[src/source/defines.sv]
package defines;

	typedef logic [31:0] data_t;
	typedef logic [4:0] reg_addr_t;

	// major opcodes, rv32i base
	typedef enum logic [6:0] {
		R     = 7'b0110011,
		I     = 7'b0010011,
		B     = 7'b1100011,
		LUI   = 7'b0110111,
		AUIPC = 7'b0010111,
		JAL   = 7'b1101111,
		JALR  = 7'b1100111,
		LOAD  = 7'b0000011,
		STORE = 7'b0100011,
		MEM   = 7'b0001111, // fence
		SYS   = 7'b1110011
	} opcode_t;

	typedef struct packed {
		logic [6:0] funct7;
		reg_addr_t  rs2;
		reg_addr_t  rs1;
		logic [2:0] funct3;
		reg_addr_t  rd;
		opcode_t    opcode;
	} instr_t;

	typedef enum logic [1:0] {
		RS_SEL          = 2'b00,
		MEM_MEM_FWD_SEL = 2'b01,
		EX_EX_FWD_SEL   = 2'b10,
		MEM_EX_FWD_SEL  = 2'b11
	} fwd_sel_t;

	typedef enum logic [3:0] {
		ADD,
		SUB,
		SLL,
		SLT,
		SLTU,
		XOR,
		SRL,
		SRA,
		OR,
		AND,
		PASS_B
	} alu_op_t;

	localparam data_t NULL = '0;

	localparam int MEM_WORDS = 256;
	localparam int MEM_AW    = $clog2(MEM_WORDS);

	// funct3 of the R/I alu group
	localparam logic [2:0] F3_ADD  = 3'b000;
	localparam logic [2:0] F3_SLL  = 3'b001;
	localparam logic [2:0] F3_SLT  = 3'b010;
	localparam logic [2:0] F3_SLTU = 3'b011;
	localparam logic [2:0] F3_XOR  = 3'b100;
	localparam logic [2:0] F3_SR   = 3'b101;
	localparam logic [2:0] F3_OR   = 3'b110;
	localparam logic [2:0] F3_AND  = 3'b111;

endpackage

[src/source/reg_file.sv]
`timescale 1ns/1ps

module reg_file (
	input  logic               clk,
	input  logic               rst_n,
	input  defines::reg_addr_t rs1_addr,
	input  defines::reg_addr_t rs2_addr,
	input  defines::reg_addr_t wr_addr,
	input  logic               wr_en,
	input  defines::data_t     wr_data,
	output defines::data_t     rs1_data,
	output defines::data_t     rs2_data
);

	defines::data_t regs [32];
	logic wr_live;

	assign wr_live = wr_en && (wr_addr != '0); // x0 stays zero

	// same-cycle write shows through
	assign rs1_data = (wr_live && wr_addr == rs1_addr) ? wr_data : regs[rs1_addr];
	assign rs2_data = (wr_live && wr_addr == rs2_addr) ? wr_data : regs[rs2_addr];

	always_ff @(posedge clk or negedge rst_n) begin
		if (!rst_n) begin
			for (int i = 0; i < $size(regs); i++) begin
				regs[i] <= defines::NULL;
			end
		end else if (wr_live) begin
			regs[wr_addr] <= wr_data;
		end
	end

endmodule
[config.mk]
export PLATFORM = sky130hd
export DESIGN_NAME = reg_file
export DESIGN_NICKNAME = d
export VERILOG_FILES = /design/src/source/defines.sv /design/src/source/reg_file.sv
export SDC_FILE = /design/constraint.sdc
export NUM_CORES = 2
export LEC_CHECK = 0
export BUFFER_PORTS_ARGS = -buffer_cell sky130_fd_sc_hd__buf_2
export CORE_MARGIN = 10
export CORE_UTILIZATION = 55
export DETAILED_ROUTE_END_ITERATION = 12
export GPL_TIMING_DRIVEN = 0
export HOLD_SLACK_MARGIN = 0.06
export PLACE_DENSITY = 0.81
export RECOVER_POWER = 100
export SLEW_MARGIN = 5
export SYNTH_ARGS = -nofsm -noshare
export SYNTH_HDL_FRONTEND = slang
export SYNTH_SLANG_ARGS = --single-unit
[constraint.sdc]
create_clock -name clk -period 2 [get_ports clk]
set_clock_uncertainty 0.05 [all_clocks]
set_input_delay 0.3 -clock clk [delete_from_list [all_inputs] [get_ports clk]]
set_output_delay 0.3 -clock clk [all_outputs]
set_load 0.01 [all_outputs]
==> After elaboration in Yosys (flattened, before gate mapping) <==
Cells that the tools add are included.
{ "totals": {"regBits": 1024, "wordCells": 57} }
{ "op_classes": {"reduce_logical": 5, "n_bitwise": 3, "n_lt_le_gt_ge": 4, "eq_ne": 2, "mux": 11} }
{ "op_table": {"columns": ["cell", "count"], "rows": [
  ["1024-bit bitwise mux", 1],
  ["32-bit binary-select mux with 5-bit select", 2],
  ["32-bit two-way mux", 7],
  ["32-bit demux with 5-bit select", 1],
  ["6-bit >= comparator (second input constant)", 3],
  ["5-bit NOT with 6-bit output", 3],
  ["5-bit equality test", 2],
  ["6-bit by 1-bit < comparator with 1-bit output (second input constant)", 1],
  ["5-bit nonzero test", 1],
  ["1-bit logical AND", 4]
]} }

==> Depth between registers and ports, before layout <==
{ "depth": {"depth_word": 6, "ltp_mapped": 7, "mapped_depth_nobuf": 4} }

==> Worst setup path before layout <==
OpenSTA, ideal clock, no wires.
{ "synth_path": {"kind": "input port to output port", "start": "in rs2_addr[0]", "end": "out rs2_data[27]", "path_buffers": 3, "required_time_ns": 1.650, "stages": 7, "setup_slack_ns": -0.154, "arrival_time_ns": 1.804, "path_cell_list": "buf_6 -> buf_6 -> buf_2 -> mux4_2 -> o22ai_1 -> nor4_1 -> mux2_2"} }
{ "synth_between": {"elab_chain_cells": 5} }
{ "synth_rtl": {"columns": ["element", "line_no", "text"], "rows": [
  ["start, declared", "reg_file.sv:7", "input defines::reg_addr_t rs2_addr,"],
  ["5-bit NOT with 6-bit output (implied by the code)", "reg_file.sv:22", "assign rs2_data = (wr_live && wr_addr == rs2_addr) ? wr_data : regs[rs2_addr];"],
  ["32-bit binary-select mux with 5-bit select", "reg_file.sv:22", null],
  ["32-bit two-way mux (implied by the code) (2 in a row)", "reg_file.sv:22", null],
  ["32-bit two-way mux *", "reg_file.sv:22", null],
  ["end, declared", "reg_file.sv:12", "output defines::data_t rs2_data"]
]} }
Every way passes the cells marked *; elsewhere a longest branch is shown, timed or not. The select of a mux whose other input is x is not followed.

==> Worst setup path after layout <==
{ "layout_path": {"start": "in rs2_addr[4]", "end": "out rs2_data[10]"} }
Same word-level chain as after synthesis.

==> metrics.cfg <==
[global_route]
grt_pass1_wl_um = 274000
antenna_found_initial = 6
grt_pass1_vias = 38600
grt_max_degree = 161
gr-usage-all-layers_pct = 34.4
grt_overflow = 0

[route]
drt-initial-drc-count = 5627
first_pass_iters = 8
via_per_inst = 7.53
drc_errors = 0
wirelength_um = 196000
ant_nets = 0
vias = 38100
wl_per_cell_um = 38.7

[finish]
largest_register_ffs = 1024
drive_above_1_share_pct = 62.3
multi_input_area_sq_mm = 0.0282
largest_registers = regs x1024
regMostFlops = regs
fin_nets = 3733
ff_latch_area_sq_mm = 0.0256
final_cells = 5052
nFillCells = 6421
area_growth_pct = 18.2

[power]
ir_drop_uv = 809
power_density_mw_per_mm2 = 978
p_leak_nw = 27.0

[die]
core_sq_mm = 0.0967
num_rows = 114
die-area_sq_mm = 0.110
io_pins = 114
die_y_um = 332
initial_core_util_pct = 55.5
fp.dieW_um = 332

[sta]
hold_viol = 124
period_share_pct = 140
fmax_mhz = 357
layout_min_cycle_time_ns = 2.80
tns_ns = -113.58
drv_slew = 212
rsz0062_at_grt = true
worst_slew_pin_slew_ns = 1.53
fin_hold_ws_ns = -0.490
slew_headroom_pct = -2.27
worst_slack_ns = -0.801
setup_violations = 616

[status]
status = finished, violations left
violations = hold timing, slew limit, setup timing

[synthesis]
ys_warn_count = 0
synthTopCellsByArea = dfrtp_1 48%, mux2_2 22%, mux4_2 21%
syn_area_sq_mm = 0.0537
synthFlopType = dfrtp_1
yosys.area.top_type_share_pct = 47.7
yosys.area.top_type = dfrtp_1
syn_nets = 3470
syn_avg_cell_area_sq_um = 15.7
async_reset_ff_share_pct = 100
synth.most_common_cell = mux2_2
synth_edf_count = 0
synth_cell_types = 38
synth_seq_area_share_pct = 47.7
ys_ff_latch = 1024
synth_common_cells = 1054 x mux2_2, 1024 x dfrtp_1, 511 x mux4_2, 249 x o22ai_1, 199 x clkbuf_1
syn_inst = 3420

[clock_tree]
clk_pin_slew_ns = 0.06
cts_htree_levels = 3
insertion_delay_ns = 0.70
cts_made_buffers = 105
root_buffer = clkbuf_16
cts_hold_buf = 32
cts_sinks = 1024
cts_tree = yes
clk_path_buf_depth = 3

[flow_run]
cap_violations = 0

[placed_design]
place_inst = 4809
port_buffers = 107
post-dp-hpwl_um = 124000
finalWeightedCongestion = 0.988

[worst_hold_path]
hp-class = in -> async

[critical_path]
cp-end-kind = output port
rrSetupSlack_ns = 1.03
crit_end = rs2_data[10]
reg2reg_depth = 2
required_ns = 1.65
arrival_ns = 2.45
r2r_end = regs[793]
worst_r2r_startpoint = regs[793]
critPathLaunch = rs2_addr[4]
startpoint_type = input pin
path_max_fanout = 10
crit_type = in -> out

[layout by cell type (no fill, tap or decap), types with 18 or more instances in the layout]
cell	Yosys	routed
dfrtp_1	1024	1024
mux2_2	1054	991
mux4_2	511	511
clkbuf_1	199	183
o22ai_2	0	118
clkbuf_16	0	109
buf_2	132	89
o22ai_1	249	77
buf_4	36	72
buf_6	24	70
mux2_4	0	62
clkbuf_8	0	54
o22ai_4	0	54
nor4_2	0	42
clkbuf_2	0	40
buf_8	0	34
dlygate4sd3_1	0	32
buf_12	0	28
clkbuf_4	0	21
nor2_1	18	18
[final cells by class]
| type | count | area share [%] |
|---|---|---|
| Antenna cell | 6 | 0.0237 |
| Clock buffer | 165 | 4.99 |
| Inverter | 1 | 0.00592 |
| Clock inverter | 29 | 0.503 |
| Sequential cell | 1024 | 40.4 |
| Multi-Input combinational cell | 1982 | 44.4 |
| Buffer | 405 | 4.94 |
| Timing Repair Buffer | 164 | 2.23 |
| Tap cell | 1276 | 2.52 |
[worst max-delay path, stage by stage]
cell,delay [ns]
buf_2,0.21
buf_2,0.30
or3b_4,0.49
clkbuf_8,0.25
o22ai_2,0.29
nor4_2,0.09
mux2_4,0.32
buf_2,0.15
[per-stage QoR]
step | cell area (sq um) | utilization [%] | total power [W] | hold WS, ns | worst slack (ns)
CTS | 62500 | 64.6 | 0.0609 | -0.413 | -0.725
floorplan | 54400 | - | 0.0362 | -0.0456 | -0.0419
global placement | 56600 | 58.5 | 0.0393 | 0.403 | -21.65
global route | 63400 | 65.6 | 0.0637 | -0.430 | -0.804
detailed placement | 56700 | 58.7 | 0.0401 | 0.317 | -1.64
finish | 63400 | 65.6 | 0.0620 | -0.490 | -0.801
[cells by family (layout without fill, tap and decap cells)]
family                 Yosys count  in the layout  share of synthesized area (%)
multiplexers                  1569           1569                           43.6
flip-flops                    1024           1024                           47.7
buffers and inverters          414            764                           3.79
AO/OA/AOI/OAI                  258            258                           3.04
AND/OR/NAND/NOR                145            145                           1.63
XOR/XNOR                        10             10                          0.163
other                            0              6                              0
[routing by layer]
layer	wire length (um)	global-route usage, %	vias up
met5	30	0	-
met4	15300	23.6	4
met3	28400	15.6	850
met2	85100	48.4	3293
met1	66800	42.2	19900
li1	-	-	14000
[worst min-delay path by stage]
stage / from / endpoint / slack (ns) / cells past startpoint
2_1_floorplan: rst_n / regs[0] / -0.05 / 0
3_3_place_gp: regs[1003] / regs[1003] / 0.40 / 1
3_5_place_dp: rst_n / regs[22] / 0.32 / 1
4_1_cts: rst_n / regs[22] / -0.41 / 1
5_1_grt: rst_n / regs[22] / -0.43 / 1
6_report: rst_n / regs[22] / -0.49 / 1
[power by group]
| part | switching, W | internal [W] | total, W |
|---|---|---|---|
| Clock | 0.00873 | 0.0115 | 0.0202 |
| Combinational | 0.00588 | 0.00831 | 0.0142 |
| Sequential | 0.00295 | 0.0247 | 0.0276 |
[timing repair]
| item | 4_1_cts | 5_1_grt |
|---|---|---|
| setup endpoints to repair | 121 | 176 |
| pin swaps | 60 | 51 |
| hold endpoints to repair | 220 | 124 |
| cloned | 1 | 0 |
| setup buffers | 5 | 13 |
| gates resized for setup | 405 | 183 |
Power figures use the tool's default switching activity.
