**src/source/defines.sv**
```systemverilog
package defines;

	typedef logic [31:0] data_t;
	typedef logic [4:0] reg_addr_t;

	// major opcodes, rv32i base
	typedef enum logic [6:0] {
		R     = 7'b0110011,
		I     = 7'b0010011,
		B     = 7'b1100011,
		LUI   = 7'b0110111,
		AUIPC = 7'b0010111,
		JAL   = 7'b1101111,
		JALR  = 7'b1100111,
		LOAD  = 7'b0000011,
		STORE = 7'b0100011,
		MEM   = 7'b0001111, // fence
		SYS   = 7'b1110011
	} opcode_t;

	typedef struct packed {
		logic [6:0] funct7;
		reg_addr_t  rs2;
		reg_addr_t  rs1;
		logic [2:0] funct3;
		reg_addr_t  rd;
		opcode_t    opcode;
	} instr_t;

	typedef enum logic [1:0] {
		RS_SEL          = 2'b00,
		MEM_MEM_FWD_SEL = 2'b01,
		EX_EX_FWD_SEL   = 2'b10,
		MEM_EX_FWD_SEL  = 2'b11
	} fwd_sel_t;

	typedef enum logic [3:0] {
		ADD,
		SUB,
		SLL,
		SLT,
		SLTU,
		XOR,
		SRL,
		SRA,
		OR,
		AND,
		PASS_B
	} alu_op_t;

	localparam data_t NULL = '0;

	localparam int MEM_WORDS = 256;
	localparam int MEM_AW    = $clog2(MEM_WORDS);

	// funct3 of the R/I alu group
	localparam logic [2:0] F3_ADD  = 3'b000;
	localparam logic [2:0] F3_SLL  = 3'b001;
	localparam logic [2:0] F3_SLT  = 3'b010;
	localparam logic [2:0] F3_SLTU = 3'b011;
	localparam logic [2:0] F3_XOR  = 3'b100;
	localparam logic [2:0] F3_SR   = 3'b101;
	localparam logic [2:0] F3_OR   = 3'b110;
	localparam logic [2:0] F3_AND  = 3'b111;

endpackage

```
**src/source/decoder.sv**
```systemverilog
`timescale 1ns/1ps

module decoder (
	input  defines::instr_t  instr,
	output defines::data_t   imm,
	output defines::alu_op_t alu_op,
	output logic             writes_rd
);

	logic [31:0] raw;
	logic alt;

	assign raw = instr;
	assign alt = instr.funct7[5]; // sub / sra

	always_comb begin : imm_gen
		case (instr.opcode)
			defines::I, defines::LOAD:    imm = {{20{raw[31]}}, raw[31:20]};
			defines::STORE:               imm = {{20{raw[31]}}, raw[31:25], raw[11:7]};
			defines::LUI, defines::AUIPC: imm = {raw[31:12], 12'b0};
			defines::JAL, defines::JALR:  imm = 32'd4; // link is pc+4
			default:                      imm = defines::NULL;
		endcase
	end

	always_comb begin : op_gen
		alu_op = defines::PASS_B;
		case (instr.opcode)
			defines::R, defines::I: begin
				case (instr.funct3)
					defines::F3_ADD: begin
						if (instr.opcode == defines::R && alt)
							alu_op = defines::SUB;
						else
							alu_op = defines::ADD;
					end
					defines::F3_SLL:  alu_op = defines::SLL;
					defines::F3_SLT:  alu_op = defines::SLT;
					defines::F3_SLTU: alu_op = defines::SLTU;
					defines::F3_XOR:  alu_op = defines::XOR;
					defines::F3_SR:   alu_op = alt ? defines::SRA : defines::SRL;
					defines::F3_OR:   alu_op = defines::OR;
					defines::F3_AND:  alu_op = defines::AND;
					default:          alu_op = defines::ADD;
				endcase
			end
			defines::LUI, defines::AUIPC, defines::JAL, defines::JALR,
			defines::LOAD, defines::STORE: alu_op = defines::ADD;
			default: alu_op = defines::PASS_B; // b, fence, sys
		endcase
	end

	always_comb begin : wr_gen
		case (instr.opcode)
			defines::R, defines::I, defines::LUI, defines::AUIPC,
			defines::JAL, defines::JALR, defines::LOAD: writes_rd = (instr.rd != '0);
			default: writes_rd = 1'b0;
		endcase
	end

endmodule

```
**config.mk**
```make
export PLATFORM = sky130hd
export DESIGN_NAME = decoder
export DESIGN_NICKNAME = d
export VERILOG_FILES = /design/src/source/defines.sv /design/src/source/decoder.sv
export SDC_FILE = /design/constraint.sdc
export NUM_CORES = 1
export LEC_CHECK = 0
export ABC_AREA = 0
export BUFFER_PORTS_ARGS = -buffer_cell sky130_fd_sc_hd__buf_2
export CORE_ASPECT_RATIO = 0.9
export CORE_UTILIZATION = 31
export DETAILED_ROUTE_END_ITERATION = 8
export PLACE_DENSITY = 0.81
export SYNTH_ARGS = -nofsm -noshare
export SYNTH_HDL_FRONTEND = slang
export SYNTH_SLANG_ARGS = --single-unit
```
**constraint.sdc**
```tcl
create_clock -name vclk -period 0.9
set_clock_uncertainty 0.05 [all_clocks]
set_input_delay 0.045 -clock vclk [all_inputs]
set_output_delay 0.045 -clock vclk [all_outputs]
set_load 0.02 [all_outputs]
```
Yosys cells after proc, flatten, opt, wreduce, memory -nomap -nowiden --
Cells that the tools add are included.
Storage, ports and cells: register bits after elaboration 0, input bits 32, output and inout bits 37, logic and storage cells 30
Cells by class: eq/ne operators 15, multiplexer cells 6, reduce and logical (&&, ||, !) cells 9
Operator list (number):
- $pmux W32 S4 | 1
- $pmux W4 S8 | 1
- $eq A7 B6 Y1 const B | 3
- $eq A7 B5 Y1 const B | 2
- $eq A7 B7 Y1 const B | 2
- $eq A3 B3 Y1 const B | 4
- $pmux W4 S2 | 1
- $reduce_or A2 Y1 | 4
- $eq A7 B2 Y1 const B | 1
- $reduce_or A7 Y1 | 1
- $eq A3 B2 Y1 const B | 2
- $reduce_or A6 Y1 | 1
- $reduce_bool A5 Y1 | 1
- $eq A3 B1 Y1 const B | 1
- $logic_not A3 Y1 | 1
- $mux W1 | 3
- $logic_and A1 B1 Y1 | 1

Depth between registers and ports, before layout --
depth after elaboration 5, mapped depth 5, gate-level depth less buffers 3

Worst setup path after synthesis --
OpenSTA, ideal clock, no wires.
path type input to output, start point input port instr[3] (netlist name), end point output port alu_op[0], arrival 1129 ps, data required time 805 ps, slack -324 ps, cell stages on the path 4, path through and4bb_1 -> buf_6 -> nand2b_4 -> a2111oi_2
Between the ends: longest elaborated chain between the ends 5
RTL lines:
- start: declaration | line decoder.sv:4 | input defines::instr_t instr,
- $eq A7 B6 Y1 | line decoder.sv:28, decoder.sv:32
- $logic_and A1 B1 Y1 | line decoder.sv:32 | if (instr.opcode == defines::R && alt)
- $mux W1 | line decoder.sv:32
- $pmux W4 S8 | line decoder.sv:30 | case (instr.funct3)
- $pmux W4 S2 (*) | line decoder.sv:28 | case (instr.opcode)
- end: declaration | line decoder.sv:6 | output defines::alu_op_t alu_op,
Every way passes the cells marked *; elsewhere a longest branch is shown, timed or not.

Final worst setup path --
start point input port instr[3] (netlist name), end point output port imm[14]
Between the ends: longest elaborated chain between the ends 3
RTL lines:
- $eq A7 B7 Y1, or another cell as far along | line decoder.sv:17 | case (instr.opcode)
- $reduce_or A2 Y1 | line decoder.sv:17
- $pmux W32 S4 (*) | line decoder.sv:17
- end: declaration | line decoder.sv:5 | output defines::data_t imm,
Marked as above.

==> flow_metrics.env <==
export IMPL_grt_max_degree=11
export IMPL_register_area_sq_um=0
export IMPL_die_area_sq_um=1960
export IMPL_finalNetCount=199
export IMPL_numPortBuffers=69
export IMPL_wirelength_um=3140
export IMPL_synth_seq_area_share=0
export IMPL_layout_setup_ws_ns=-0.334
export IMPL_fmax_ghz=0.811
export IMPL_critPathKind="input pin to primary output"
export IMPL_hold_path_cell_count=3
export IMPL_syn_inst=78
export IMPL_fin_crit_sh=1.37
export IMPL_violations="setup timing"
export IMPL_worstMarginPinSlew_ns=0.333
export IMPL_netlist_area_sq_um=553
export IMPL_num_rows=14
export IMPL_wire_per_inst_um=16.6
export IMPL_wl_met1_um=1260
export IMPL_outcome="complete, but fails checks"
export IMPL_syn_nets=110
export IMPL_syn_to_final_growth_pct=176
export IMPL_crit_arrival_ns=1.14
export IMPL_synthTopCellsByArea="a21o_1, and3_2, nor2b_1"
export IMPL_first_pass_iters=4
export IMPL_n_clock_buffer=0
export IMPL_stdcell_area_sq_um=1530
export IMPL_n_sequential_cell=0
export IMPL_crit_path_end_kind="primary output"
export IMPL_drv_cap=0
export IMPL_finalSetupViolations=37
export IMPL_synth_top_area_share=0.285
export IMPL_antenna_found_initial=0
export IMPL_whs_endpoint="imm[19]"
export IMPL_ys_types=28
export IMPL_post_route_util=0.918
export IMPL_cts_hold_buf=0
export IMPL_peakVddDrop_uv=199
export IMPL_drive_gt1_frac=0.788
export IMPL_worstPathMaxFanout=5
export IMPL_gp_congestion=0.733
export IMPL_leakagePower_nw=0.810
export IMPL_grt_pass1_vias=1042
export IMPL_min_from="instr[19]"
export IMPL_placed_area_sq_um=1140
export IMPL_wl_met2_um=1560
export IMPL_start_util=0.332
export IMPL_synth_area_per_cell_sq_um=7.09
export IMPL_die_w_um=46.5
export IMPL_slew_headroom=0.776
export IMPL_drv_slew=0
export IMPL_remaining_drc_errors=0
export IMPL_pin_count=69
export IMPL_grt_pass1_wl_um=4630
export IMPL_ys_warnings_count=0
export IMPL_crit_start="instr[3]"
export IMPL_die_y_um=42.1
export IMPL_synth_top_area_cell="a21o_1"
export IMPL_yosysMostFrequentCell="a21o_1"
export IMPL_vias=1045
export IMPL_place_hpwl_um=1620
export IMPL_synthTopCellsByCount="a21o_1, and3_2, nor2_1, a21oi_1, nor2b_1"
export IMPL_hold_viol=0
export IMPL_grt_usage=0.310
export IMPL_dp_slack_ns=-0.385
export IMPL_route_met3_wl_um=231
export IMPL_power_density_nw_per_um2=275
export IMPL_period_needed_ns=1.23
export IMPL_cp_required_ns=0.81
export IMPL_core_sq_um=1660
export IMPL_ant_nets=0
export IMPL_routed_via_density=5.53
export IMPL_startpoint_type="input pin"
export IMPL_drt_initial_drc_count=3
export IMPL_hp_class="input pin to primary output"
export IMPL_grt_setup_unrepaired="true"
export IMPL_topRoutingLayerUsed="met4"
export IMPL_antenna_cells=0
export IMPL_gr_total_overflow=0
## what timing repair did
action | 4_1_cts | 5_1_grt
buffers inserted | 1 | 1
pin swaps | 14 | 10
resized for setup | 99 | 4
endpoints found under the setup margin | 37 | 37
gates cloned | 2 | 1
## area by class of cell
type,instances,area (sq um)
Inverter,1,3.75
Fill cell,66,136
Multi-Input combinational cell,73,719
Timing Repair Buffer,91,774
Tap cell,24,30.0
## metrics by stage
step	hold slack, ns	setup TNS (ns)	instances	total power, W
after floorplan	0.111	-2.92	78	0.000137
after global placement	0.352	-10.32	184	0.000308
after detailed placement	0.357	-11.70	184	0.000314
after CTS	0.327	-9.21	187	0.000388
after global routing	0.340	-10.61	189	0.000444
final	0.329	-9.77	189	0.000421
## cells by family (layout without fill, tap and decap cells)
| group | after synthesis | count (layout) | share of synthesized area |
|---|---|---|---|
| AND/OR/NAND/NOR | 33 | 35 | 0.405 |
| AO/OA/AOI/OAI | 37 | 37 | 0.482 |
| multiplexers | 1 | 1 | 0.0181 |
| buffers and inverters | 7 | 92 | 0.0950 |
## how the worst max path moves through the flow
| stage | end | depth (start not counted) |
|---|---|---|
| floorplan | alu_op[0] | 4 |
| global placement | alu_op[0] | 6 |
| detailed placement | alu_op[0] | 6 |
| CTS | imm[2] | 7 |
| global route | imm[12] | 6 |
| finish | imm[14] | 6 |
## report_power, final
group / switching (W) / leakage (nW) / internal (W)
registers: 0 / 0 / 0
clock network: 0 / 0 / 0
logic: 0.000209 / 0.810 / 0.000212
total: 0.000209 / 0.810 / 0.000212
## per-layer routing
metal  vias to the layer above  track usage
met4                         0       0.0471
li1                        475            -
met2                        69        0.575
met1                       491        0.362
met5                         -            0
met3                        10       0.0431
## layout by cell type (no fill, tap or decap), drive strengths merged, types with 3 or more instances in the layout
cell | synthesis | routed
a21o | 21 | 21
a21oi | 7 | 7
and3 | 8 | 10
nor2b | 6 | 6
nand2b | 3 | 3
buf | 6 | 91
nor2 | 7 | 7
o21ai | 4 | 4
## worst max-delay path, cell delays in order
cell      delay, ns
buf_6          0.09
and4bb_4       0.37
and3_4         0.23
buf_6          0.12
a21o_1         0.16
buf_6          0.13
No activity file was read; power rests on OpenSTA's default activity.
