===== config.mk =====
export PLATFORM = sky130hd
export DESIGN_NAME = ex_mux
export DESIGN_NICKNAME = d
export VERILOG_FILES = /design/src/source/defines.sv /design/src/source/ex_mux.sv
export SDC_FILE = /design/constraint.sdc
export NUM_CORES = 1
export LEC_CHECK = 0
export BUFFER_PORTS_ARGS = -buffer_cell sky130_fd_sc_hd__buf_2
export CAP_MARGIN = 40
export CORE_AREA = 3 3 125 127
export DETAILED_ROUTE_END_ITERATION = 12
export DIE_AREA = 0 0 128 130
export GPL_TIMING_DRIVEN = 0
export PLACE_DENSITY = 0.47
export SLEW_MARGIN = 20
export SYNTH_ARGS = -nofsm -noshare
export SYNTH_HDL_FRONTEND = slang
export SYNTH_SLANG_ARGS = --single-unit

===== constraint.sdc =====
create_clock -name vclk -period 4.28
set_input_delay 0.214 -clock vclk [all_inputs]
set_output_delay 0.214 -clock vclk [all_outputs]
set_load 0.1 [all_outputs]

===== src/source/defines.sv =====
package defines;

	typedef logic [31:0] data_t;
	typedef logic [4:0] reg_addr_t;

	// major opcodes, rv32i base
	typedef enum logic [6:0] {
		R     = 7'b0110011,
		I     = 7'b0010011,
		B     = 7'b1100011,
		LUI   = 7'b0110111,
		AUIPC = 7'b0010111,
		JAL   = 7'b1101111,
		JALR  = 7'b1100111,
		LOAD  = 7'b0000011,
		STORE = 7'b0100011,
		MEM   = 7'b0001111, // fence
		SYS   = 7'b1110011
	} opcode_t;

	typedef struct packed {
		logic [6:0] funct7;
		reg_addr_t  rs2;
		reg_addr_t  rs1;
		logic [2:0] funct3;
		reg_addr_t  rd;
		opcode_t    opcode;
	} instr_t;

	typedef enum logic [1:0] {
		RS_SEL          = 2'b00,
		MEM_MEM_FWD_SEL = 2'b01,
		EX_EX_FWD_SEL   = 2'b10,
		MEM_EX_FWD_SEL  = 2'b11
	} fwd_sel_t;

	typedef enum logic [3:0] {
		ADD,
		SUB,
		SLL,
		SLT,
		SLTU,
		XOR,
		SRL,
		SRA,
		OR,
		AND,
		PASS_B
	} alu_op_t;

	localparam data_t NULL = '0;

	localparam int MEM_WORDS = 256;
	localparam int MEM_AW    = $clog2(MEM_WORDS);

	// funct3 of the R/I alu group
	localparam logic [2:0] F3_ADD  = 3'b000;
	localparam logic [2:0] F3_SLL  = 3'b001;
	localparam logic [2:0] F3_SLT  = 3'b010;
	localparam logic [2:0] F3_SLTU = 3'b011;
	localparam logic [2:0] F3_XOR  = 3'b100;
	localparam logic [2:0] F3_SR   = 3'b101;
	localparam logic [2:0] F3_OR   = 3'b110;
	localparam logic [2:0] F3_AND  = 3'b111;

endpackage


===== src/source/ex_mux.sv =====
`timescale 1ns/1ps

module ex_mux (
	input  defines::instr_t   instr,
	input  defines::data_t    pc,
	input  defines::data_t    rs1,
	input  defines::data_t    rs2,
	input  defines::data_t    imm,
	input  defines::data_t    ex_ex_fwd_data,
	input  defines::data_t    mem_ex_fwd_data,
	input  defines::fwd_sel_t fwd_a,
	input  defines::fwd_sel_t fwd_b,
	output defines::data_t    a_out,
	output defines::data_t    b_out,
	output defines::data_t    store_data
);

	typedef enum logic [1:0] {
		SRC_ZERO,
		SRC_REG,
		SRC_PC,
		SRC_IMM
	} src_t;

	src_t a_src, b_src;
	defines::data_t rs1_fwd, rs2_fwd;

	function automatic defines::data_t fwd_pick(
		input defines::fwd_sel_t sel,
		input defines::data_t    reg_val,
		input defines::data_t    ex_val,
		input defines::data_t    mem_val
	);
		case (sel)
			defines::EX_EX_FWD_SEL:  return ex_val;
			defines::MEM_EX_FWD_SEL: return mem_val;
			default:                 return reg_val; // mem-mem handled later
		endcase
	endfunction

	assign rs1_fwd = fwd_pick(fwd_a, rs1, ex_ex_fwd_data, mem_ex_fwd_data);
	assign rs2_fwd = fwd_pick(fwd_b, rs2, ex_ex_fwd_data, mem_ex_fwd_data);
	assign store_data = rs2_fwd;

	always_comb begin : src_ctrl
		a_src = SRC_ZERO;
		b_src = SRC_ZERO;
		case (instr.opcode)
			defines::R, defines::B: begin
				a_src = SRC_REG;
				b_src = SRC_REG;
			end
			defines::I, defines::LOAD, defines::STORE: begin // rs1 + imm
				a_src = SRC_REG;
				b_src = SRC_IMM;
			end
			defines::LUI: begin // 0 + imm
				a_src = SRC_ZERO;
				b_src = SRC_IMM;
			end
			defines::AUIPC, defines::JAL, defines::JALR: begin // pc + imm
				a_src = SRC_PC;
				b_src = SRC_IMM;
			end
			default: begin // fence, sys
				a_src = SRC_ZERO;
				b_src = SRC_ZERO;
			end
		endcase
	end

	always_comb begin : a_mux
		case (a_src)
			SRC_REG: a_out = rs1_fwd;
			SRC_PC:  a_out = pc;
			default: a_out = defines::NULL;
		endcase
	end

	always_comb begin : b_mux
		case (b_src)
			SRC_REG: b_out = rs2_fwd;
			SRC_IMM: b_out = imm;
			default: b_out = defines::NULL;
		endcase
	end

endmodule


======== Word-level counts from Yosys, hierarchy flattened ========
Index checks and enable logic that the tools add are counted.
operators by class
  eq/ne operators ......................... 17
  reductions and logical operators ........ 4
  multiplexer cells ....................... 6
operators with widths
  kind                                                 number
  case mux 32 bit (2 select lines)                     4
  equality test 7 x 6 -> 1 bit, second input constant  3
  equality test 7 bit, second input constant           3
  equality test 7 x 5 -> 1 bit, second input constant  2
  equality test 2 bit, second input constant           6
  case mux 2 bit (2 select lines)                      2
  equality test 7 x 2 -> 1 bit, second input constant  1
  OR reduction 7 bit                                   1
  OR reduction 5 bit                                   1
  equality test 2 x 1 -> 1 bit, second input constant  2
  OR reduction 3 bit                                   1
  OR reduction 2 bit                                   1
word-level totals
  bits of input ports ..................... 228
  flip-flop bits (word level) ............. 0
  logic and storage cells ................. 27
  output and inout port bits .............. 96

======== Logic depth before layout (Yosys ltp) ========
  depth after elaboration ................. 5
  mapped depth ............................ 8

======== Worst setup path before layout ========
Ideal clock, no wire load.
  path type ............................... input to output
  start point ............................. input port fwd_b[1]
  end point ............................... output port b_out[10]
  cell stages on the path ................. 5
  required time ........................... 4,066 ps
  path slack .............................. 781 ps
  arrival ................................. 3,285 ps
  buffers on the path ..................... 2
  cells stage by stage .................... clkbuf_1 clkbuf_1 nor2_1 a21oi_1 a22o_1
between the ends
  word-level cells in the longest chain between the ends .. 3
RTL lines
  what                                RTL line      text
  from (decl)                         ex_mux.sv:12  input defines::fwd_sel_t fwd_b,
  equality test 2 bit                 ex_mux.sv:34  case (sel)
  case mux 32 bit (2 select lines) *  ex_mux.sv:34
  named net store_data[10]            ex_mux.sv:15  output defines::data_t store_data
  case mux 32 bit (2 select lines) *  ex_mux.sv:81  case (b_src)
  to (decl)                           ex_mux.sv:14  output defines::data_t b_out,
Mark *: on every way through the listed nets, which the timed path passes. The rest lies on a longest branch.

======== Worst setup path after layout ========
  start point ............................. input port instr[3] (netlist bit)
  end point ............................... output port a_out[5]
between the ends
  word-level cells in the longest chain between the ends .. 5
RTL lines
  what                                                                       RTL line      text
  from (decl)                                                                ex_mux.sv:4   input defines::instr_t instr,
  equality test 7 x 5 -> 1 bit, or another cell as far along                 ex_mux.sv:48  case (instr.opcode)
  OR reduction 5 bit (no source line) or OR reduction 3 bit (tied branches)  -
  case mux 2 bit (2 select lines) *                                          ex_mux.sv:48
  equality test 2 bit or equality test 2 x 1 -> 1 bit (tied branches)        ex_mux.sv:73  case (a_src)
  case mux 32 bit (2 select lines) *                                         ex_mux.sv:73
  to (decl)                                                                  ex_mux.sv:13  output defines::data_t a_out,
Every way passes the cells marked *; elsewhere a longest branch is shown, timed or not.

==> results.yml <==
worst_setup_path:
  required_ns: 4.07
  cp_max_fo: 10
  start_kind: "input port"
  worstSetupEndpointType: "primary output"
  crit_arrival_ns: 2.89
  worst-setup-path-type: "in2out"
cts:
  hold_buffers: 0
  postCtsSetupBuffers: 0
  cts_resized: 0
floorplan:
  die_h_um: 130
  initial_core_util: 0.144
  core_region_area_um2: 14500
  fp-row-count: 44
  io_pins: 324
  die_w_um: 128
  die-area_um2: 16600
timing:
  fmax_ghz: 0.322
  fin_tns_setup_ns: 0
  slew_headroom: 0.579
  drv_slew: 0
  rsz0062_at_grt: "no"
  tightest_slew_ns: 0.632
  fin_crit_sh: 0.726
  final_hold_viol_count: 0
  period_needed_ns: 3.11
  setup_violations: 0
place:
  portBuffers: 295
  dp_hpwl_mm: 11.9
  dp_cells: 790
  gp_congestion: 0.790
route:
  met1_length_mm: 5.76
  dr.pass1.iters: 4
  viasPerCell: 4.47
  postRouteAntennaNets: 0
  wl_per_cell_um: 17.1
  num_vias: 3529
  wl_met2_mm: 6.82
  drt_iter0_drc: 96
  drt-total-wl_mm: 13.5
  drc: 0
  wl_met3_um: 915
  top_layer_used: "met4"
power_and_ir_drop:
  power.switching_uw: 412
  totalPowerFinal_uw: 566
  leakagePower_uw: 0.00220
  intPower_uw: 154
  ir_worst_vdd_uv: 57.6
  power_frac_seq: 0
  combPwrFrac: 1.000
  swShare: 0.728
  p_per_area_nw_per_um2: 149
  clock_power_share: 0
final_layout:
  n_fill_cell: 1670
  diodes: 0
  drive_above_1_share: 0.512
  seq_cells: 0
  multi_input_area_um2: 1920
  fin_cells: 790
  seqCellArea_um2: 0
  nets: 838
  nClkBuffers: 0
  area_growth_pct: 81.5
  final_common_cell: "buf_2"
  layout_common_cells: "buf_2, nor2_1, a21oi_1, mux2i_1, a22o_1"
yosys:
  syn_area_um2: 2090
  synthesis.nets: 541
  ys_warn_count: 0
  synth_cells: 311
  synth_seq_area_share: 0
  synth_cell_types: 22
  avgSynthCellArea_um2: 6.73
worst_hold_path:
  min_path_type: "in2out"
global_route:
  grt.overflow.total: 0
  grt_antenna_before_repair: 0
  grt_first_pass_wirelength_mm: 19.2
  grt_util_all_layers: 0.145
  grt_max_degree: 11
  grt_pass1_vias: 3429
run:
  maxCapViolations: 0
outcome:
  status: "complete, no violations"
critical path, cell delays in order:
cell       delay, ns
buf_2           0.12
nor4b_1         0.40
o2111ai_1       0.18
ha_1            0.31
nor2b_1         0.13
clkbuf_1        0.31
clkbuf_1        0.54
a22o_1          0.26
buf_2           0.43
cell usage after synthesis (all sizes together):
cell,number,share of area
ha,2,0.012
inv,2,0.0036
a21oi,65,0.16
o2111a,1,0.0054
and4b,1,0.0048
mux2i,64,0.31
clkbuf,22,0.039
xnor2,1,0.0042
nand4bb,1,0.0054
a2111oi,1,0.0048
nor4b,1,0.0042
o311a,1,0.0054
nor4bb,1,0.0048
nand2b,1,0.0030
nor2b,2,0.0060
o2111ai,1,0.0042
a22o,64,0.27
nor3b,1,0.0060
buf,14,0.042
nor2,65,0.12
metrics by stage:
step	utilization	hold slack (ns)	area (µm²)	setup WS, ns
6_report	0.262	0.944	3800	1.17
3_5_place_dp	0.262	0.942	3800	1.12
3_3_place_gp	0.262	0.939	3800	1.15
5_1_grt	0.262	0.959	3800	0.932
2_1_floorplan	-	0.866	2090	0.781
4_1_cts	0.262	0.943	3800	1.13
power by group through the flow:
| stage | Combinational [µW] | Clock, µW | Sequential (µW) |
|---|---|---|---|
| after global placement | 568 | 0 | 0 |
| after global routing | 600 | 0 | 0 |
| after floorplan | 391 | 0 | 0 |
| after detailed placement | 569 | 0 | 0 |
| final | 566 | 0 | 0 |
| after CTS | 570 | 0 | 0 |
metal layers:
| layer | up-vias | global-route usage |
|---|---|---|
| li1 | 1770 | - |
| met1 | 1590 | 0.191 |
| met2 | 167 | 0.268 |
| met3 | 2 | 0.0139 |
| met4 | 0 | 0.00562 |
| met5 | - | 0 |
cell type report:
| class | count | area share |
|---|---|---|
| Tap cell | 184 | 0.0606 |
| Buffer | 36 | 0.0448 |
| Multi-Input combinational cell | 273 | 0.504 |
| Inverter | 2 | 0.00197 |
| Timing Repair Buffer | 295 | 0.388 |
cells by family (layout without fill, tap and decap cells):
| kind of cell | count (synthesis) | in the layout | synth area share |
|---|---|---|---|
| XOR/XNOR | 1 | 1 | 0.00418 |
| multiplexers | 64 | 64 | 0.306 |
| buffers and inverters | 38 | 333 | 0.0848 |
| AO/OA/AOI/OAI | 133 | 133 | 0.443 |
| AND/OR/NAND/NOR | 73 | 73 | 0.151 |
| adder cells (fa/ha/maj) | 2 | 2 | 0.0119 |
final timing paths:
path                  startpoint        endpoint  slack, ns  cells after the start
worst max-delay path    instr[3]        a_out[5]       1.17                      9
worst min-delay path     rs2[26]  store_data[26]       0.94                      4
No activity file was read; power rests on OpenSTA's default activity.
