**config.mk**
```make
export PLATFORM = sky130hd
export DESIGN_NAME = fwd_unit
export DESIGN_NICKNAME = d
export VERILOG_FILES = /design/src/source/defines.sv /design/src/source/fwd_unit.sv
export SDC_FILE = /design/constraint.sdc
export NUM_CORES = 1
export LEC_CHECK = 0
export ABC_CLOCK_PERIOD_IN_PS = 1600
export BUFFER_PORTS_ARGS = -buffer_cell sky130_fd_sc_hd__buf_2
export CAP_MARGIN = 20
export CORE_AREA = 2 2 39 41
export DETAILED_ROUTE_END_ITERATION = 7
export DIE_AREA = 0 0 41 43
export GPL_TIMING_DRIVEN = 1
export PLACE_DENSITY = 0.76
export SLEW_MARGIN = 25
export SYNTH_ARGS = -nofsm -noshare
export SYNTH_HDL_FRONTEND = slang
export SYNTH_SLANG_ARGS = --single-unit
export TNS_END_PERCENT = 5
```
**constraint.sdc**
```tcl
create_clock -name vclk -period 1.6
set_clock_uncertainty 0.05 [all_clocks]
set_input_delay 0.16 -clock vclk [all_inputs]
set_output_delay 0.16 -clock vclk [all_outputs]
set_load 0.1 [all_outputs]
```
**src/source/defines.sv**
```systemverilog
package defines;

	typedef logic [31:0] data_t;
	typedef logic [4:0] reg_addr_t;

	// major opcodes, rv32i base
	typedef enum logic [6:0] {
		R     = 7'b0110011,
		I     = 7'b0010011,
		B     = 7'b1100011,
		LUI   = 7'b0110111,
		AUIPC = 7'b0010111,
		JAL   = 7'b1101111,
		JALR  = 7'b1100111,
		LOAD  = 7'b0000011,
		STORE = 7'b0100011,
		MEM   = 7'b0001111, // fence
		SYS   = 7'b1110011
	} opcode_t;

	typedef struct packed {
		logic [6:0] funct7;
		reg_addr_t  rs2;
		reg_addr_t  rs1;
		logic [2:0] funct3;
		reg_addr_t  rd;
		opcode_t    opcode;
	} instr_t;

	typedef enum logic [1:0] {
		RS_SEL          = 2'b00,
		MEM_MEM_FWD_SEL = 2'b01,
		EX_EX_FWD_SEL   = 2'b10,
		MEM_EX_FWD_SEL  = 2'b11
	} fwd_sel_t;

	typedef enum logic [3:0] {
		ADD,
		SUB,
		SLL,
		SLT,
		SLTU,
		XOR,
		SRL,
		SRA,
		OR,
		AND,
		PASS_B
	} alu_op_t;

	localparam data_t NULL = '0;

	localparam int MEM_WORDS = 256;
	localparam int MEM_AW    = $clog2(MEM_WORDS);

	// funct3 of the R/I alu group
	localparam logic [2:0] F3_ADD  = 3'b000;
	localparam logic [2:0] F3_SLL  = 3'b001;
	localparam logic [2:0] F3_SLT  = 3'b010;
	localparam logic [2:0] F3_SLTU = 3'b011;
	localparam logic [2:0] F3_XOR  = 3'b100;
	localparam logic [2:0] F3_SR   = 3'b101;
	localparam logic [2:0] F3_OR   = 3'b110;
	localparam logic [2:0] F3_AND  = 3'b111;

endpackage

```
**src/source/fwd_unit.sv**
```systemverilog
`timescale 1ns/1ps

module fwd_unit (
	input  logic               clk,
	input  logic               rst_n,
	input  defines::instr_t    ex_instr,
	input  logic               mem_valid,
	input  defines::reg_addr_t mem_rd,
	input  logic               mem_writes,
	input  defines::opcode_t   mem_opcode,
	input  logic               wb_valid,
	input  defines::reg_addr_t wb_rd,
	input  logic               wb_writes,
	output defines::fwd_sel_t  fwd_a,
	output defines::fwd_sel_t  fwd_b
);

	logic mem_load, ex_store;
	logic mem_hit_a, mem_hit_b, wb_hit_a, wb_hit_b;

	assign mem_load  = mem_valid && mem_writes && (mem_opcode == defines::LOAD);
	assign ex_store  = (ex_instr.opcode == defines::STORE);
	assign mem_hit_a = mem_valid && mem_writes && (mem_rd == ex_instr.rs1);
	assign mem_hit_b = mem_valid && mem_writes && (mem_rd == ex_instr.rs2);
	assign wb_hit_a  = wb_valid && wb_writes && (wb_rd == ex_instr.rs1);
	assign wb_hit_b  = wb_valid && wb_writes && (wb_rd == ex_instr.rs2);

	always_comb begin : sel_a
		if (mem_hit_a)     fwd_a = defines::EX_EX_FWD_SEL;
		else if (wb_hit_a) fwd_a = defines::MEM_EX_FWD_SEL;
		else               fwd_a = defines::RS_SEL;
	end

	always_comb begin : sel_b
		if (ex_store && mem_load && ex_instr.rs2 != '0 && mem_rd == ex_instr.rs2)
			fwd_b = defines::MEM_MEM_FWD_SEL; // data patched in mem stage
		else if (mem_hit_b)
			fwd_b = defines::EX_EX_FWD_SEL;
		else if (wb_hit_b)
			fwd_b = defines::MEM_EX_FWD_SEL;
		else
			fwd_b = defines::RS_SEL;
	end

	// no interlock, so a load result is never consumed by the next op in ex
	a_load_use: assert property (@(posedge clk) disable iff (!rst_n)
		mem_load |-> (ex_instr.rs1 != mem_rd) && (ex_store || ex_instr.rs2 != mem_rd))
		else $error("load-use hazard on x%0d", mem_rd);

endmodule

```
# Word level (Yosys, flattened, before mapping)
# Index checks and enable logic that the tools add are counted.
totals:
  ff_bits: 0
  input_bits: 55
  wordCells: 22
classes:
  eq_ne: 6
  mux: 5
  reduce_logical: 11
ops:
  columns: ["op", "count"]
  rows:
  - ["$eq A5 B5 Y1", 4]
  - ["$logic_and A1 B1 Y1", 10]
  - ["$mux W2", 5]
  - ["$eq A7 B2 Y1 const B", 1]
  - ["$eq A7 B6 Y1 const B", 1]
  - ["$reduce_bool A5 Y1", 1]

# Longest topological paths before layout
# Gate-level depths: netlist of the first run.
logic_depth:
  ltp_word: 6
  ltp_mapped: 4

# Worst setup path before layout of the first run
# No wires, ideal clock.
synth_timing:
  kind: "input to output"
  from: "in ex_instr[3] in the netlist's numbering"
  to: "out fwd_b[0]"
  arrival_time_ns: 2.407
  t_required_ns: 1.390
  slack_ns: -1.017
  cell_stages: 4
  n_path_buf: 0
  path_cell_list: "nor4b_2 > nand3b_1 > or3_1 > mux2i_1"
synth_via:
  elab_chain_len: 5
synth_lines:
  columns: ["element", "line_no", "source"]
  rows:
  - ["start, declared", "fwd_unit.sv:6", "input defines::instr_t ex_instr,"]
  - ["$eq A7 B6 Y1", "fwd_unit.sv:22", "assign ex_store = (ex_instr.opcode == defines::STORE);"]
  - ["$logic_and A1 B1 Y1 (3 in a row)", "fwd_unit.sv:35", "if (ex_store && mem_load && ex_instr.rs2 != '0 && mem_rd == ex_instr.rs2)"]
  - ["$mux W2", "fwd_unit.sv:35", null]
  - ["end, declared", "fwd_unit.sv:15", "output defines::fwd_sel_t fwd_b"]
# Every way passes these cells.

# Final worst setup path of the first run
layout_timing:
  from: "in ex_instr[4] in the netlist's numbering"
  to: "out fwd_b[0]"
# The elaborated chain is that of the path after synthesis.

==> results.json, run 1 <==
{
  "yosysTopAreaCellShare": 0.364,
  "core-area_um2": 1380,
  "synth-xor-area-share": 0.520,
  "syn_area_um2": 337,
  "slew-limit-headroom": 0.734,
  "mostFrequentLayoutCells": "buf_2 (33), xor2_1 (14), xnor2_1 (6), buf_4 (6)",
  "synth_mux_area_frac": 0.0595,
  "die_w_um": 41,
  "ys_seq_area_frac": 0,
  "critPathMaxFanout": 2,
  "cp_slowest_cell": "or3_4",
  "whs_ns": 0.724,
  "post-route-min-period_ns": 1.61,
  "grt_pass1_vias": 477,
  "p_sw_mw": 0.0739,
  "syn_area_per_cell_um2": 8.01,
  "drc": 0,
  "cpLargestDelayFamily": "simple AND/OR/NAND/NOR gates",
  "antenna_found_initial": 0,
  "drive_gt1_frac": 0.652,
  "dieArea_um2": 1760,
  "hold_viol_final": 0,
  "clock.fmax_ghz": 0.620,
  "status": "finished, violations left",
  "vias": 490,
  "cp_cell_sequence": "buf_6 -> nor4b_4 -> nand3b_1 -> or3_4 -> mux2i_4 -> buf_12",
  "setup_slack_ns": -0.0129,
  "synth_top_family_by_area": "XOR/XNOR gates",
  "cp.arrival_ns": 1.40,
  "drv_slew": 0,
  "finish.utilization": 0.544,
  "finalSetupViolCount": 1,
  "violations": "setup timing",
  "pwr-share-seq": 0,
  "hold_path_class": "in2out",
  "placedCellCount": 104,
  "p_per_area_nw_per_um2": 211,
  "io_pins": 59,
  "fin_crit_sh": 1.01,
  "start_util": 0.243,
  "maxCapViolations": 0,
  "hpwl_um": 1040,
  "pre_cts_slack_ns": -0.0418,
  "ir_worst_vdd_mv": 0.0967,
  "n_antenna_cell": 0,
  "pwr-share-comb": 1.000,
  "p_clk_frac": 0,
  "synth_adder_area_share": 0,
  "avgViaCountPerCell": 4.67,
  "fin_tns_setup_ns": -0.0129,
  "place_congestion": 0.731,
  "synth_compound_area_frac": 0.0446,
  "drtIter0Drc": 2,
  "yosysTopAreaCell": "xor2_1",
  "wl_per_cell_um": 11.3,
  "synthTopCellsByArea": "xor2_1 (36%), xnor2_1 (16%), nor4b_2 (8.9%), nand4_1 (7.4%), mux2i_1 (5.9%)",
  "grt_max_degree": 4,
  "critPathLaunchType": "input port",
  "cp_num_buf_inv": 2,
  "final_cells": 105,
  "ant_nets": 0,
  "port_buffers": 42,
  "crit_path_max_incr_delay_ns": 0.41,
  "n_clock_buffer": 0,
  "end_kind": "output port",
  "track_usage": 0.142,
  "tightest_slew_ns": 0.395,
  "die_h_um": 43,
  "power_leakage_nw": 0.337,
  "syn_to_final_growth_pct": 124,
  "seq_cells": 0,
  "seq_area_um2": 0,
  "syn-num-nets": 97,
  "postCtsHoldBufs": 0,
  "final_nets": 146,
  "p_int_mw": 0.0850,
  "num_rows": 14,
  "ys_types": 15,
  "ys_warn_count": 0,
  "layout_commonest_cell": "buf_2",
  "grt_overflow": 0,
  "cp.required_ns": 1.39,
  "switching_share": 0.465,
  "synth-simple-area-share": 0.375,
  "critPathKind": "in2out",
  "grt_pass1_wl_um": 1860,
  "netlist_instances": 42,
  "rsz0062_at_grt": "yes",
  "drt_first_pass_iters": 3,
  "drt-total-wl_um": 1190
}
==> cells by family after synthesis <==
kind of cell / count (synthesis)
XOR/XNOR: 20
AND/OR/NAND/NOR: 18
multiplexers: 2
AO/OA/AOI/OAI: 2
==> cells in the mapped netlist (2+ instances only) <==
| library cell | n |
|---|---|
| mux2i_1 | 2 |
| nand4_1 | 4 |
| nor2_1 | 2 |
| nor3_1 | 2 |
| nor4_1 | 3 |
| nor4b_2 | 2 |
| xnor2_1 | 6 |
| xor2_1 | 14 |
==> final timing paths <==
path / start / end / slack (ns) / cells after the start
setup / recovery: ex_instr[4] / fwd_b[0] / -0.01 / 6
hold / removal: wb_valid / fwd_a[0] / 0.72 / 4
==> area by class of cell <==
cell class	count	area, µm²
multi-input cells	42	398
fillers	128	631
repair buffers	47	335
well taps	16	20.0
==> power groups by stage <==
| stage | clock network, mW | logic, mW | registers [mW] |
|---|---|---|---|
| finish | 0 | 0.159 | 0 |
| global route | 0 | 0.172 | 0 |
| CTS | 0 | 0.153 | 0 |
| detailed placement | 0 | 0.146 | 0 |
| global placement | 0 | 0.142 | 0 |
| floorplan | 0 | 0.0625 | 0 |
==> per-stage QoR <==
step	area, µm²	power, mW
floorplan	378	0.0625
global placement	698	0.142
detailed placement	698	0.146
CTS	732	0.153
global route	753	0.172
finish	753	0.159
==> layer usage <==
layer	wire length (µm)	share of wire	up-vias	track usage
li1	-	-	250	-
met1	447	0.38	219	0.181
met2	673	0.57	21	0.259
met3	70	0.059	0	0.0105
met4	0	0	0	0
met5	0	0	-	0
==> what timing repair did <==
item | 4_1_cts | 5_1_grt
pin swaps | 3 | 3
setup buffers | 1 | 0
endpoints found under the setup margin | 1 | 4
endpoints found under the hold margin | 0 | 0
gates resized for setup | 4 | 4
No activity file was read; power rests on OpenSTA's default activity.
==> run 2, diff against run 1 <==
--- a/config.mk
+++ b/config.mk
@@ -12,7 +12,7 @@
 export DETAILED_ROUTE_END_ITERATION = 7
 export DIE_AREA = 0 0 41 43
 export GPL_TIMING_DRIVEN = 1
-export PLACE_DENSITY = 0.76
+export PLACE_DENSITY = 0.86
 export SLEW_MARGIN = 25
 export SYNTH_ARGS = -nofsm -noshare
 export SYNTH_HDL_FRONTEND = slang
==> run 2 against run 1 <==
Net effect:
- the flow still finishes with violations (setup timing)
- combinational power rose by 6%
- setup slack worse by 0.086 ns
- final cell count is 2.9% higher
- via count up 4.9%
- non-clock buffer count increased by 3
- die area stayed put
- final area up 7.1%
- global-route usage increased by 0.50 points
- clock-buffer cell count unchanged
- sequential share of layout area unchanged
- total power up 5.9%
- core utilization grew 3.9 points
- critical path type unchanged
==> results.json, run 2 (synthesis gave the netlist of run 1 again) <==
{
  "tightest_slew_ns": 0.408,
  "avgViaCountPerCell": 4.76,
  "drv_slew": 0,
  "antenna_found_initial": 0,
  "core-area_um2": 1380,
  "finish.utilization": 0.583,
  "clock.fmax_ghz": 0.589,
  "start_util": 0.243,
  "vias": 514,
  "setup_slack_ns": -0.0989,
  "ir_worst_vdd_mv": 0.112,
  "fin_tns_setup_ns": -0.0989,
  "drtIter0Drc": 7,
  "critPathLaunchType": "input port",
  "ant_nets": 0,
  "drt_first_pass_iters": 4,
  "grt-busiest-layer": "met2",
  "finalInstanceArea_um2": 807,
  "grt_max_degree": 4,
  "drt-total-wl_um": 1390,
  "track_usage": 0.147,
  "place_congestion": 0.742,
  "hold_viol_final": 0,
  "grt_overflow": 0,
  "power_leakage_nw": 0.366,
  "die_w_um": 41,
  "violations": "setup timing",
  "maxCapViolations": 0,
  "die_h_um": 43,
  "critPathKind": "in2out",
  "io_pins": 59,
  "drive_gt1_frac": 0.674,
  "whs_ns": 0.715,
  "pre_cts_slack_ns": -0.0762,
  "grt_pass1_wl_um": 1900,
  "wl_per_cell_um": 12.8,
  "port_buffers": 42,
  "placedCellCount": 106,
  "p_total_mw": 0.168,
  "use_met2": 0.291,
  "syn_to_final_growth_pct": 140,
  "n_clock_buffer": 0,
  "final_nets": 149,
  "cp.required_ns": 1.39,
  "seq_cells": 0,
  "finalSetupViolCount": 1,
  "hpwl_um": 1060,
  "grt_pass1_vias": 471,
  "fin_crit_sh": 1.06,
  "end_kind": "output port",
  "cp.arrival_ns": 1.49,
  "place_area_um2": 713,
  "p_per_area_nw_per_um2": 208,
  "status": "finished, violations left",
  "hold_path_class": "in2out",
  "grt_util_met3": 0,
  "drc": 0,
  "critPathMaxFanout": 2,
  "use_met1": 0.171,
  "rsz0062_at_grt": "yes",
  "num_rows": 14,
  "seq_area_um2": 0,
  "fillers": 119,
  "n_antenna_cell": 0,
  "post-route-min-period_ns": 1.70,
  "layout_commonest_cell": "buf_2",
  "mostFrequentLayoutCells": "buf_2 (31), xor2_1 (14), buf_4 (8)",
  "slew-limit-headroom": 0.726,
  "final_cells": 108,
  "dieArea_um2": 1760
}
==> run 2: changes by cell type in the layout (fill, tap and decap cells not counted) <==
cell,previous run,this run
buf_6,4,7
buf_2,33,31
buf_4,6,8
nor3_1,1,0
nor3_2,1,2
nor4_1,2,3
nor4_2,1,0
nor4b_2,1,0
nor4b_4,1,2
xnor2_1,6,5
xnor2_2,0,1
==> run 2: cell type report <==
class / count / area (µm²) / share of cell area
Multi-Input combinational cell: 42 / 413 / 0.512
Timing Repair Buffer: 50 / 374 / 0.464
Tap cell: 16 / 20.0 / 0.0248
==> run 2: worst paths after layout <==
path     startpoint        to  slack, ns  depth (start not counted)
max   mem_opcode[4]  fwd_b[0]       -0.1                          6
min       wb_writes  fwd_a[0]       0.71                          4
==> run 2: critical path, stage by stage <==
cell and delay (ns):
buf_6 0.09, nor4b_4 0.28, nand4_1 0.20, or3_4 0.38
mux2i_4 0.17, buf_12 0.19
==> run 2: metal layers <==
metal  wire [µm]  up-vias
li1            -      258
met1         443      232
met2         849       24
met3          93        0
met4           0        0
met5           0        -
==> run 2: where the power goes <==
part | total, mW | switching, mW | internal (mW) | leakage, nW
Sequential | 0 | 0 | 0 | 0
Clock | 0 | 0 | 0 | 0
Combinational | 0.168 | 0.0753 | 0.0929 | 0.366
==> run 2: what timing repair did <==
action | 4_1_cts | 5_1_grt
gates resized for setup | 10 | 4
setup buffers | 1 | 2
setup endpoints to repair | 2 | 3
hold buffers | 0 | 0
pin swaps | 8 | 8
==> run 3, diff against run 2 <==
--- a/config.mk
+++ b/config.mk
@@ -12,6 +12,7 @@
 export DETAILED_ROUTE_END_ITERATION = 7
 export DIE_AREA = 0 0 41 43
 export GPL_TIMING_DRIVEN = 1
+export MAX_ROUTING_LAYER = met4
 export PLACE_DENSITY = 0.86
 export SLEW_MARGIN = 25
 export SYNTH_ARGS = -nofsm -noshare
==> run 3 against run 2 <==
Net effect:
- critical path type unchanged
- final area is the same
- die area is the same
- setup slack gained 0.0056 ns
- the flow still finishes with violations (setup timing)
==> results.json, run 3 (synthesis gave the netlist of run 1 again) <==
{
  "n_clock_buffer": 0,
  "tightest_slew_ns": 0.431,
  "p_total_mw": 0.168,
  "ir_worst_vdd_mv": 0.112,
  "drv_slew": 0,
  "cpLargestDelayFamily": "simple AND/OR/NAND/NOR gates",
  "cp_num_buf_inv": 2,
  "crit_path_max_incr_delay_ns": 0.38,
  "mostFrequentLayoutCells": "buf_2 (31), xor2_1 (14), buf_4 (8)",
  "slew-limit-headroom": 0.710,
  "fillers": 119,
  "core-area_um2": 1380,
  "track_usage": 0.151,
  "violations": "setup timing",
  "io_pins": 59,
  "grt_pass1_vias": 471,
  "whs_path_depth": 4,
  "rsz0062_at_grt": "yes",
  "critPathKind": "in2out",
  "layout_commonest_cell": "buf_2",
  "seq_cells": 0,
  "p_per_area_nw_per_um2": 209,
  "port_buffers": 42,
  "die_w_um": 41,
  "seq_area_um2": 0,
  "drive_gt1_frac": 0.674,
  "min_to": "fwd_a[0]",
  "hold_path_class": "in2out",
  "critPathMaxFanout": 2,
  "ant_nets": 0,
  "finalInstanceArea_um2": 807,
  "clock.fmax_ghz": 0.591,
  "fin_crit_sh": 1.06,
  "place_area_um2": 713,
  "end_kind": "output port",
  "cp.required_ns": 1.39,
  "status": "finished, violations left",
  "cp.arrival_ns": 1.48,
  "n_antenna_cell": 0,
  "multi_input_area_um2": 413,
  "dieArea_um2": 1760,
  "grt_pass1_wl_um": 1900,
  "hpwl_um": 1060,
  "grt_overflow": 0,
  "place_congestion": 0.751,
  "power_leakage_nw": 0.366,
  "num_rows": 14,
  "wl_per_cell_um": 12.9,
  "hold_start": "wb_writes",
  "start_util": 0.243,
  "drtIter0Drc": 4,
  "die_h_um": 43,
  "cp_cell_sequence": "buf_6 -> nor4b_4 -> nand4_1 -> or3_4 -> mux2i_4 -> buf_12",
  "drt_first_pass_iters": 3,
  "cp_slowest_cell": "or3_4",
  "final_nets": 149,
  "postCtsHoldBufs": 0,
  "setup_slack_ns": -0.0933,
  "antenna_found_initial": 0,
  "grt_max_degree": 4,
  "post-route-min-period_ns": 1.69,
  "critPathLaunchType": "input port",
  "finalSetupViolCount": 1,
  "hold_viol_final": 0,
  "maxCapViolations": 0,
  "avgViaCountPerCell": 4.74,
  "syn_to_final_growth_pct": 140,
  "vias": 512,
  "drc": 0,
  "drt-total-wl_um": 1390
}
run 3: cell counts in the layout (fill, tap and decap cells not counted):
No cell type changed its count.
run 3: power by group:
group	internal (mW)	switching, mW	leakage [nW]	total, mW
Clock	0	0	0	0
Sequential	0	0	0	0
Combinational	0.0929	0.0756	0.366	0.168
run 3: area by class of cell:
cell class	instances	area share
well taps	16	0.0248
repair buffers	50	0.464
multi-input cells	42	0.512
run 3: layer usage:
metal	wire [µm]	global-route usage
met5	0	-
met2	853	0.291
met3	85	0
met4	0	0
met1	450	0.171
run 3: worst max-delay path by stage:
| stage | from | endpoint | slack [ns] | cells past startpoint |
|---|---|---|---|---|
| finish | mem_opcode[4] | fwd_b[0] | -0.09 | 6 |
| CTS | wb_rd[3] | fwd_b[0] | -0.01 | 6 |
| floorplan | ex_instr[3] | fwd_b[0] | -0.12 | 4 |
| global placement | ex_instr[3] | fwd_b[0] | -0.02 | 6 |
| detailed placement | ex_instr[3] | fwd_b[0] | -0.08 | 6 |
| global route | mem_opcode[4] | fwd_b[0] | -0.17 | 6 |
run 3: timing repair:
item,in CTS,in global routing
resized for setup,10,4
endpoints found under the setup margin,2,3
pin swaps,8,8
buffers inserted,1,2
run 3: per-stage QoR:
stage	worst slack [ns]	hold WS [ns]	TNS, ns	instances	utilization
6_report	-0.0933	0.709	-0.0933	108	0.583
5_1_grt	-0.174	0.731	-0.263	108	0.583
4_1_cts	-0.0129	0.710	-0.0243	106	0.553
3_5_place_dp	-0.0762	0.710	-0.118	106	0.515
3_3_place_gp	-0.0160	0.701	-0.0250	106	0.515
2_1_floorplan	-0.120	0.508	-0.226	42	-
run 3: worst min-delay path, delay by kind of cell:
kind	cells	cell delay, ns
AND/OR/NAND/NOR	1	0.12
AO/OA/AOI/OAI	1	0.05
buffers and inverters	2	0.27
